===== config.mk =====
export PLATFORM = sky130hd
export DESIGN_NAME = be_mem_top
export DESIGN_NICKNAME = d
export VERILOG_FILES = /design/src/common/be_mem_pkg.sv /design/src/source/be_pipe_mem.sv /design/src/dmem/be_dmem.sv /design/src/dmem/be_dmem_cfg.sv /design/src/source/be_mem_top.sv
export VERILOG_INCLUDE_DIRS = /design/src /design/src/common
export SDC_FILE = /design/constraint.sdc
export NUM_CORES = 2
export LEC_CHECK = 0
export ABC_AREA = 1
export BUFFER_PORTS_ARGS = -buffer_cell sky130_fd_sc_hd__buf_2
export CORE_MARGIN = 2
export CORE_UTILIZATION = 25
export CTS_CLUSTER_SIZE = 10
export DETAILED_ROUTE_END_ITERATION = 8
export PLACE_DENSITY = 0.45
export SLEW_MARGIN = 20
export SYNTH_ARGS = -nofsm -noshare
export SYNTH_HDL_FRONTEND = slang
export SYNTH_HIERARCHICAL = 1
export SYNTH_SLANG_ARGS = --single-unit
export TNS_END_PERCENT = 5

===== constraint.sdc =====
create_clock -name clk_i -period 3.5 [get_ports clk_i]
set_clock_uncertainty 0.2 [all_clocks]
set_input_delay 0.35 -clock clk_i [delete_from_list [all_inputs] [get_ports clk_i]]
set_output_delay 0.35 -clock clk_i [all_outputs]
set_load 0.1 [all_outputs]

===== src/common/be_mem_params.svh =====
// Widths and data memory geometry for the memory subsystem
// Shared by the package and the RTL modules

`ifndef BE_MEM_PARAMS_SVH
`define BE_MEM_PARAMS_SVH

// Virtual address width
`define BE_VADDR_W 39

// Integer register width
`define BE_DATA_W 64

// Data memory depth in doublewords
`define BE_DMEM_WORDS 32

// Configuration data bus, wide enough for a window address
`define BE_CFG_W 39

`endif


===== src/common/be_mem_pkg.sv =====
// Types for the memory subsystem
// Op and config select enums, decode, command, response and window structs

`include "be_mem_params.svh"

package be_mem_pkg;

   // Integer load and store operations
   typedef enum logic [3:0] {
      op_lb  = 4'd0,
      op_lh  = 4'd1,
      op_lw  = 4'd2,
      op_ld  = 4'd3,
      op_lbu = 4'd4,
      op_lhu = 4'd5,
      op_lwu = 4'd6,
      op_sb  = 4'd7,
      op_sh  = 4'd8,
      op_sw  = 4'd9,
      op_sd  = 4'd10
   } be_mem_op_e;

   // Configuration register select
   typedef enum logic {
      sel_base  = 1'b0,
      sel_limit = 1'b1
   } be_cfg_sel_e;

   typedef struct packed {
      logic       dcache_r_v;
      logic       dcache_w_v;
      logic       offset_sel;
      be_mem_op_e fu_op;
   } be_decode_s;

   typedef struct packed {
      be_mem_op_e              mem_op;
      logic [`BE_VADDR_W-1:0] vaddr;
      logic [`BE_DATA_W-1:0]  data;
   } be_mem_cmd_s;

   typedef struct packed {
      logic [`BE_VADDR_W-1:0] vaddr;
      logic [`BE_DATA_W-1:0]  data;
      logic                    cache_miss_v;
   } be_mem_resp_s;

   // Half-open window, base up to but not including limit
   typedef struct packed {
      logic [`BE_VADDR_W-1:0] base;
      logic [`BE_VADDR_W-1:0] limit;
   } be_dmem_win_s;

endpackage


===== src/source/be_pipe_mem.sv =====
// Memory pipe for integer loads and stores
// Address generation, alignment check, command issue and result reporting

`timescale 1ns/100ps

`include "be_mem_params.svh"

module be_pipe_mem
  (input  logic                      clk_i
   , input  logic                    rst_n_i
   , input  logic                    kill_ex1_i
   , input  be_mem_pkg::be_decode_s  decode_i
   , input  logic [`BE_DATA_W-1:0]   rs1_i
   , input  logic [`BE_DATA_W-1:0]   rs2_i
   , input  logic [`BE_DATA_W-1:0]   imm_i
   , output be_mem_pkg::be_mem_cmd_s mem_cmd_o
   , output logic                    mem_cmd_v_o
   , input  be_mem_pkg::be_mem_resp_s mem_resp_i
   , input  logic                    mem_resp_v_i
   , output logic                    exc_v_o
   , output logic                    miss_v_o
   , output logic [`BE_VADDR_W-1:0]  vaddr_o
   , output logic [`BE_DATA_W-1:0]   data_o
   );

   import be_mem_pkg::*;

   logic [`BE_VADDR_W-1:0] offset;
   logic [`BE_VADDR_W-1:0] vaddr;
   logic                   is_mem;
   logic                   misaligned;
   logic [1:0]             st_pend;

   // Zero offset selected by decode, e.g. for atomics style addressing
   assign offset = decode_i.offset_sel ? '0 : imm_i[`BE_VADDR_W-1:0];
   assign vaddr  = rs1_i[`BE_VADDR_W-1:0] + offset;

   // Address must be a multiple of the access size
   always_comb
   begin
      case (decode_i.fu_op)
         op_lh, op_lhu, op_sh: misaligned = vaddr[0];
         op_lw, op_lwu, op_sw: misaligned = |vaddr[1:0];
         op_ld, op_sd:         misaligned = |vaddr[2:0];
         default:              misaligned = 1'b0;
      endcase
   end

   assign is_mem = (decode_i.dcache_r_v | decode_i.dcache_w_v) & ~kill_ex1_i;

   assign mem_cmd_o.mem_op = decode_i.fu_op;
   assign mem_cmd_o.vaddr  = vaddr;
   assign mem_cmd_o.data   = rs2_i;
   assign mem_cmd_v_o      = is_mem & ~misaligned;
   assign exc_v_o          = is_mem & misaligned;

   // Track stores in flight so their responses carry no data
   always_ff @(posedge clk_i)
   begin
      if (!rst_n_i)
         st_pend <= '0;
      else
         st_pend <= {st_pend[0], mem_cmd_v_o & decode_i.dcache_w_v};
   end

   assign miss_v_o = mem_resp_v_i & mem_resp_i.cache_miss_v;
   assign vaddr_o  = mem_resp_i.vaddr;
   assign data_o   = st_pend[1] ? '0 : mem_resp_i.data;

endmodule


===== src/dmem/be_dmem.sv =====
// Two-cycle data memory
// Window check, byte-lane store merge and load extension

`timescale 1ns/100ps

`include "be_mem_params.svh"

module be_dmem
  (input  logic                      clk_i
   , input  logic                    rst_n_i
   , input  be_mem_pkg::be_mem_cmd_s mem_cmd_i
   , input  logic                    mem_cmd_v_i
   , input  be_mem_pkg::be_dmem_win_s win_i
   , output be_mem_pkg::be_mem_resp_s mem_resp_o
   , output logic                    mem_resp_v_o
   );

   import be_mem_pkg::*;

   localparam int IDX_W = $clog2(`BE_DMEM_WORDS);

   logic [`BE_DATA_W-1:0] mem [`BE_DMEM_WORDS];

   be_mem_cmd_s           s1_cmd;
   logic                  s1_v;
   logic                  s1_hit;
   logic                  hit;
   logic [IDX_W-1:0]      s1_idx;
   logic [2:0]            s1_off;
   logic [`BE_DATA_W-1:0] rd_word;
   logic [`BE_DATA_W-1:0] rd_shift;
   logic [`BE_DATA_W-1:0] ld_data;
   logic [`BE_DATA_W-1:0] wr_data;
   logic [7:0]            size_mask;
   logic [7:0]            wr_mask;

   // Half-open window test on the issued address
   assign hit = (mem_cmd_i.vaddr >= win_i.base) && (mem_cmd_i.vaddr < win_i.limit);

   // Stage 1
   always_ff @(posedge clk_i)
   begin
      if (!rst_n_i)
         s1_v <= 1'b0;
      else
         s1_v <= mem_cmd_v_i;
   end

   always_ff @(posedge clk_i)
   begin
      s1_cmd <= mem_cmd_i;
      s1_hit <= hit;
   end

   assign s1_idx   = s1_cmd.vaddr[3 +: IDX_W];
   assign s1_off   = s1_cmd.vaddr[2:0];
   assign rd_word  = mem[s1_idx];
   assign rd_shift = rd_word >> {s1_off, 3'b000};

   // Store lanes, loads write nothing
   always_comb
   begin
      case (s1_cmd.mem_op)
         op_sb:   size_mask = 8'h01;
         op_sh:   size_mask = 8'h03;
         op_sw:   size_mask = 8'h0f;
         op_sd:   size_mask = 8'hff;
         default: size_mask = 8'h00;
      endcase
   end

   assign wr_mask = size_mask << s1_off;
   assign wr_data = s1_cmd.data << {s1_off, 3'b000};

   // Extend by op; doubleword and store ops return the whole word
   always_comb
   begin
      case (s1_cmd.mem_op)
         op_lb:   ld_data = {{56{rd_shift[7]}}, rd_shift[7:0]};
         op_lh:   ld_data = {{48{rd_shift[15]}}, rd_shift[15:0]};
         op_lw:   ld_data = {{32{rd_shift[31]}}, rd_shift[31:0]};
         op_lbu:  ld_data = {56'd0, rd_shift[7:0]};
         op_lhu:  ld_data = {48'd0, rd_shift[15:0]};
         op_lwu:  ld_data = {32'd0, rd_shift[31:0]};
         default: ld_data = rd_word;
      endcase
   end

   // Stage 2 write, same edge as the response
   always_ff @(posedge clk_i)
   begin
      if (s1_v && s1_hit)
      begin
         for (int i = 0; i < 8; i++)
         begin
            if (wr_mask[i])
               mem[s1_idx][i*8 +: 8] <= wr_data[i*8 +: 8];
         end
      end
   end

   always_ff @(posedge clk_i)
   begin
      if (!rst_n_i)
         mem_resp_v_o <= 1'b0;
      else
         mem_resp_v_o <= s1_v;
   end

   // Miss returns zero data
   always_ff @(posedge clk_i)
   begin
      mem_resp_o.vaddr        <= s1_cmd.vaddr;
      mem_resp_o.data         <= s1_hit ? ld_data : '0;
      mem_resp_o.cache_miss_v <= ~s1_hit;
   end

endmodule


===== src/dmem/be_dmem_cfg.sv =====
// Configuration registers for the data memory window
// Base and limit, loaded one at a time by select

`timescale 1ns/100ps

`include "be_mem_params.svh"

module be_dmem_cfg
  (input  logic                       clk_i
   , input  logic                     rst_n_i
   , input  logic                     cfg_we_i
   , input  be_mem_pkg::be_cfg_sel_e  cfg_sel_i
   , input  logic [`BE_CFG_W-1:0]     cfg_data_i
   , output be_mem_pkg::be_dmem_win_s win_o
   );

   import be_mem_pkg::*;

   // Full memory in bytes
   localparam logic [`BE_VADDR_W-1:0] MEM_BYTES = `BE_VADDR_W'(`BE_DMEM_WORDS * 8);

   be_dmem_win_s win_r;

   always_ff @(posedge clk_i)
   begin
      if (!rst_n_i)
      begin
         win_r.base  <= '0;
         win_r.limit <= MEM_BYTES;
      end
      else if (cfg_we_i)
      begin
         case (cfg_sel_i)
            sel_base:  win_r.base  <= cfg_data_i;
            sel_limit: win_r.limit <= cfg_data_i;
            default:   win_r       <= win_r;
         endcase
      end
   end

   // Level output, new value seen from the cycle after the write
   assign win_o = win_r;

endmodule


===== src/source/be_mem_top.sv =====
// Memory subsystem top level
// Memory pipe, data memory and window configuration block

`timescale 1ns/100ps

`include "be_mem_params.svh"

module be_mem_top
  (input  logic                      clk_i
   , input  logic                    rst_n_i
   , input  logic                    kill_ex1_i
   , input  be_mem_pkg::be_decode_s  decode_i
   , input  logic [`BE_DATA_W-1:0]   rs1_i
   , input  logic [`BE_DATA_W-1:0]   rs2_i
   , input  logic [`BE_DATA_W-1:0]   imm_i
   , output logic                    exc_v_o
   , output logic                    miss_v_o
   , output logic [`BE_VADDR_W-1:0]  vaddr_o
   , output logic [`BE_DATA_W-1:0]   data_o
   , input  logic                    cfg_we_i
   , input  be_mem_pkg::be_cfg_sel_e cfg_sel_i
   , input  logic [`BE_CFG_W-1:0]    cfg_data_i
   );

   import be_mem_pkg::*;

   be_mem_cmd_s  mem_cmd;
   logic         mem_cmd_v;
   be_mem_resp_s mem_resp;
   logic         mem_resp_v;
   be_dmem_win_s win;

   be_pipe_mem u_pipe_mem
     (.clk_i        (clk_i)
      , .rst_n_i      (rst_n_i)
      , .kill_ex1_i   (kill_ex1_i)
      , .decode_i     (decode_i)
      , .rs1_i        (rs1_i)
      , .rs2_i        (rs2_i)
      , .imm_i        (imm_i)
      , .mem_cmd_o    (mem_cmd)
      , .mem_cmd_v_o  (mem_cmd_v)
      , .mem_resp_i   (mem_resp)
      , .mem_resp_v_i (mem_resp_v)
      , .exc_v_o      (exc_v_o)
      , .miss_v_o     (miss_v_o)
      , .vaddr_o      (vaddr_o)
      , .data_o       (data_o)
      );

   be_dmem u_dmem
     (.clk_i          (clk_i)
      , .rst_n_i      (rst_n_i)
      , .mem_cmd_i    (mem_cmd)
      , .mem_cmd_v_i  (mem_cmd_v)
      , .win_i        (win)
      , .mem_resp_o   (mem_resp)
      , .mem_resp_v_o (mem_resp_v)
      );

   be_dmem_cfg u_dmem_cfg
     (.clk_i        (clk_i)
      , .rst_n_i    (rst_n_i)
      , .cfg_we_i   (cfg_we_i)
      , .cfg_sel_i  (cfg_sel_i)
      , .cfg_data_i (cfg_data_i)
      , .win_o      (win)
      );

endmodule


==> results.ini <==
[clock_network]
clock-root-buffer=clkbuf_16
clk_pin_slew_worst_paths_ps=60
cts-htree-levels=5
cts_tree=done
cts_buffers=286
clock_path_buffers=4
cts_sinks=2342
worstSkewPairLatency_ps=890

[route]
vias_per_cell=4.59
wl_mm=362
dr.pass1.iters=5
vias=71267
drt_iter0_markers=6404
wire_per_inst_um=23.3
drc=0
final_antenna_net_count=0

[synthesis]
syn_nets=9287
synth_top_family_by_area=simple AND/OR/NAND/NOR gates
post_synth_fa_ha_maj_area_fraction_pct=1.50
synth_top_flop_cell=edfxtp_1
synth-xor-area-share_pct=0.198
ys_ff_latch=2342
yosys.cell_types.count=52
yosys.area_share.simple_pct=20.3
seq_area_frac_synth_pct=69.3
synth-compound-area-share_pct=3.98
ys_async_sr_fraction_pct=0
syn_inst=8928
synth-edff-count=2048
syn-cell-area_um2=97200
avgSynthCellArea_um2=10.9
muxShareOfSynthArea_pct=0.237
ys.warnings.count=6

[power_and_ir_drop]
powerDensity_nw_per_um2=641
total_power_mw=78.6
peakVddDrop_v=0.000535
leakagePower_nw=46.3

[global_route]
grt_pass1_wl_mm=508
grt.total_usage_pct=17.9
grt_max_degree=65
grt_pass1_vias=69337
antenna_found_initial=38
overflow=0

[critical_path]
crit_path_start=u_dmem/s1_cmd[70]$_DFF_P_
critPathArrivalTime_ps=3840
regToRegSetupSlack_ps=10
startpoint_type=register
r2r-start=u_dmem/s1_cmd[70]$_DFF_P_
worstSetupEndpoint=u_dmem/mem[2][58]$_DFFE_PP_
end_kind=register
critPathMaxFanout=15
worstRegToRegCells=8
worst_ep_required_time_ps=3850
timing.rr.end=u_dmem/mem[2][58]$_DFFE_PP_
critPathKind=reg -> reg

[placement]
dp_hpwl_mm=256
dp.cells=14959
port_buffers=297
place_congestion=0.918

[timing]
tightest_slew_ps=1050
timing.final.crit_share_pct=99.6
max-slew-margin-rel_pct=29.3
finalHoldViolations=0
max_freq_mhz=287
whs_ps=41.5
rsz0062_at_grt=yes
setup-violations-final=0
slew_viol_final=0
period_minus_slack_ps=3490

[floorplan]
fp.dieArea_um2=394000
die_x_um=628
fp.dieH_um=628
std_cell_rows=229
core_um2=388000
ios=348
initial_core_util_pct=25.0

[final_layout]
n_fill_cell=39430
nNetsFinal=10593
fin_cells=15542
drive_above_1_share_pct=18.4
final_core_util_pct=31.6
area_growth_pct=26.1

[job]
maxCapViolCount=0

[outcome]
status=complete, no violations

[min_path]
hold_path_class=in -> reg

[how the worst min path moves through the flow]
stage                                   start                              to  slack, ps  cells past startpoint
finish                              rs2_i[17]       u_dmem/s1_cmd[17]$_DFF_P_         40                      2
global route                        rs2_i[16]       u_dmem/s1_cmd[16]$_DFF_P_         20                      2
CTS                                 rs2_i[44]       u_dmem/s1_cmd[44]$_DFF_P_        0.4                      2
detailed placement  u_dmem/s1_cmd[78]$_DFF_P_   u_dmem/mem_resp_o[79]$_DFF_P_        110                      0
global placement    u_dmem/s1_cmd[94]$_DFF_P_   u_dmem/mem_resp_o[95]$_DFF_P_        110                      0
floorplan           u_dmem/s1_cmd[99]$_DFF_P_  u_dmem/mem_resp_o[100]$_DFF_P_        110                      0
[power by group]
part / total, mW / switching, mW / internal (mW)
Clock: 26.5 / 11.1 / 15.4
Combinational: 20.0 / 13.9 / 6.11
Sequential: 32.1 / 0.277 / 31.8
Total: 78.6 / 25.2 / 53.4
[metal layers]
| metal | part of all wire, % | vias up | global-route usage (%) |
|---|---|---|---|
| li1 | - | 32913 | - |
| met1 | 44 | 35579 | 24.2 |
| met2 | 47 | 2305 | 29.7 |
| met3 | 6.2 | 468 | 2.42 |
| met4 | 2.9 | 2 | 5.07 |
| met5 | 0.0036 | - | 0 |
[final cells by class]
type	instances	area, µm²	area share, %
inverters	408	1570	1.28
repair buffers	1568	13000	10.6
flip-flops and latches	2342	67400	55.0
clock inverters	33	339	0.277
multi-input cells	5628	26100	21.3
well taps	5197	6500	5.30
clock buffers	360	7680	6.26
diodes	6	15.0	0.0122
[state kept, by name (all words and copies together) (netlist names)]
signal	cells
u_dmem_cfg/win_o	78
u_pipe_mem/st_pend	2
u_dmem/mem	2048
u_dmem/mem_resp_o	104
u_dmem/s1_hit	1
u_dmem/mem_resp_v_o	1
u_dmem/s1_cmd	107
u_dmem/s1_v	1
[worst max-delay path: stages, from the launching register on]
cell and delay [ps]:
dfxtp_1 350, buf_12 170, nor3_2 280, buf_12 220
buf_4 340, nand2_1 700, buf_4 490, nor2_1 130
buf_4 230
[synthesized netlist by cell type (5+ instances only)]
master,number,area (µm²)
o211ai_1,6,45.0
a22o_1,12,105
ha_1,115,1440
inv_1,395,1480
nor4_1,5,31.3
clkbuf_1,149,559
a21oi_1,142,711
a31oi_1,16,100
a211oi_1,9,67.6
and2_1,7,43.8
nor3_1,22,110
edfxtp_1,2048,61500
nand2_1,3270,12300
nor2_2,11,68.8
xnor2_1,5,43.8
mux2i_1,23,230
o21ai_0,142,711
buf_2,222,1110
buf_1,62,233
nor2_1,848,3180
inv_2,11,41.3
a22oi_1,248,1860
o21ai_1,15,75.1
dfxtp_1,294,5890
nand3_1,301,1510
xor2_1,17,149
nand2_2,21,131
nand4_1,337,2110
a21boi_0,14,105
nand3_2,9,90.1
buf_4,115,863
[through the flow]
stage                     area (µm²)  setup TNS (ps)  worst slack, ps
after global routing          123000            -509            -68.9
after global placement        112000           -1560             -674
after CTS                     122000               0             1.39
after floorplan                97300          -94470             -190
after detailed placement      112000           -1710             -631
final                         123000               0             13.0
[cell usage in the layout, fill, tap and decap left out, types with 7 or more instances in the layout]
cell	count
nand2_1	3265
edfxtp_1	2048
buf_4	967
nor2_1	793
inv_1	392
nand4_1	337
nand3_1	300
clkbuf_16	295
buf_2	295
dfxtp_1	288
a22oi_1	248
dlygate4sd3_1	184
a21oi_1	136
ha_1	115
buf_12	113
o21ai_0	109
clkbuf_1	60
nor2_2	53
nand2_2	26
o21ai_2	25
mux2i_1	23
nor3_1	17
nor2_4	16
xor2_1	16
a31oi_1	15
a21boi_0	14
o21ai_1	14
a22o_1	12
clkinv_1	11
o21ai_4	9
nand3_2	9
nor3_4	8
a211oi_1	8
inv_6	7
inv_2	7
[kinds of logic after synthesis]
logic type | Yosys count
AND/OR/NAND/NOR | 4853
flip-flops | 2342
buffers and inverters | 958
AO/OA/AOI/OAI | 614
adder cells (fa/ha/maj) | 116
multiplexers | 23
XOR/XNOR | 22
[repair_timing]
action / CTS / global route
buffers inserted: 0 / 0
hold buffers: 184 / 0
hold endpoints to repair: 163 / 0
pin swaps: 0 / 3
resized for setup: 9 / 47
setup endpoints to repair: 31 / 51
(Power assumes the default switching activity.)
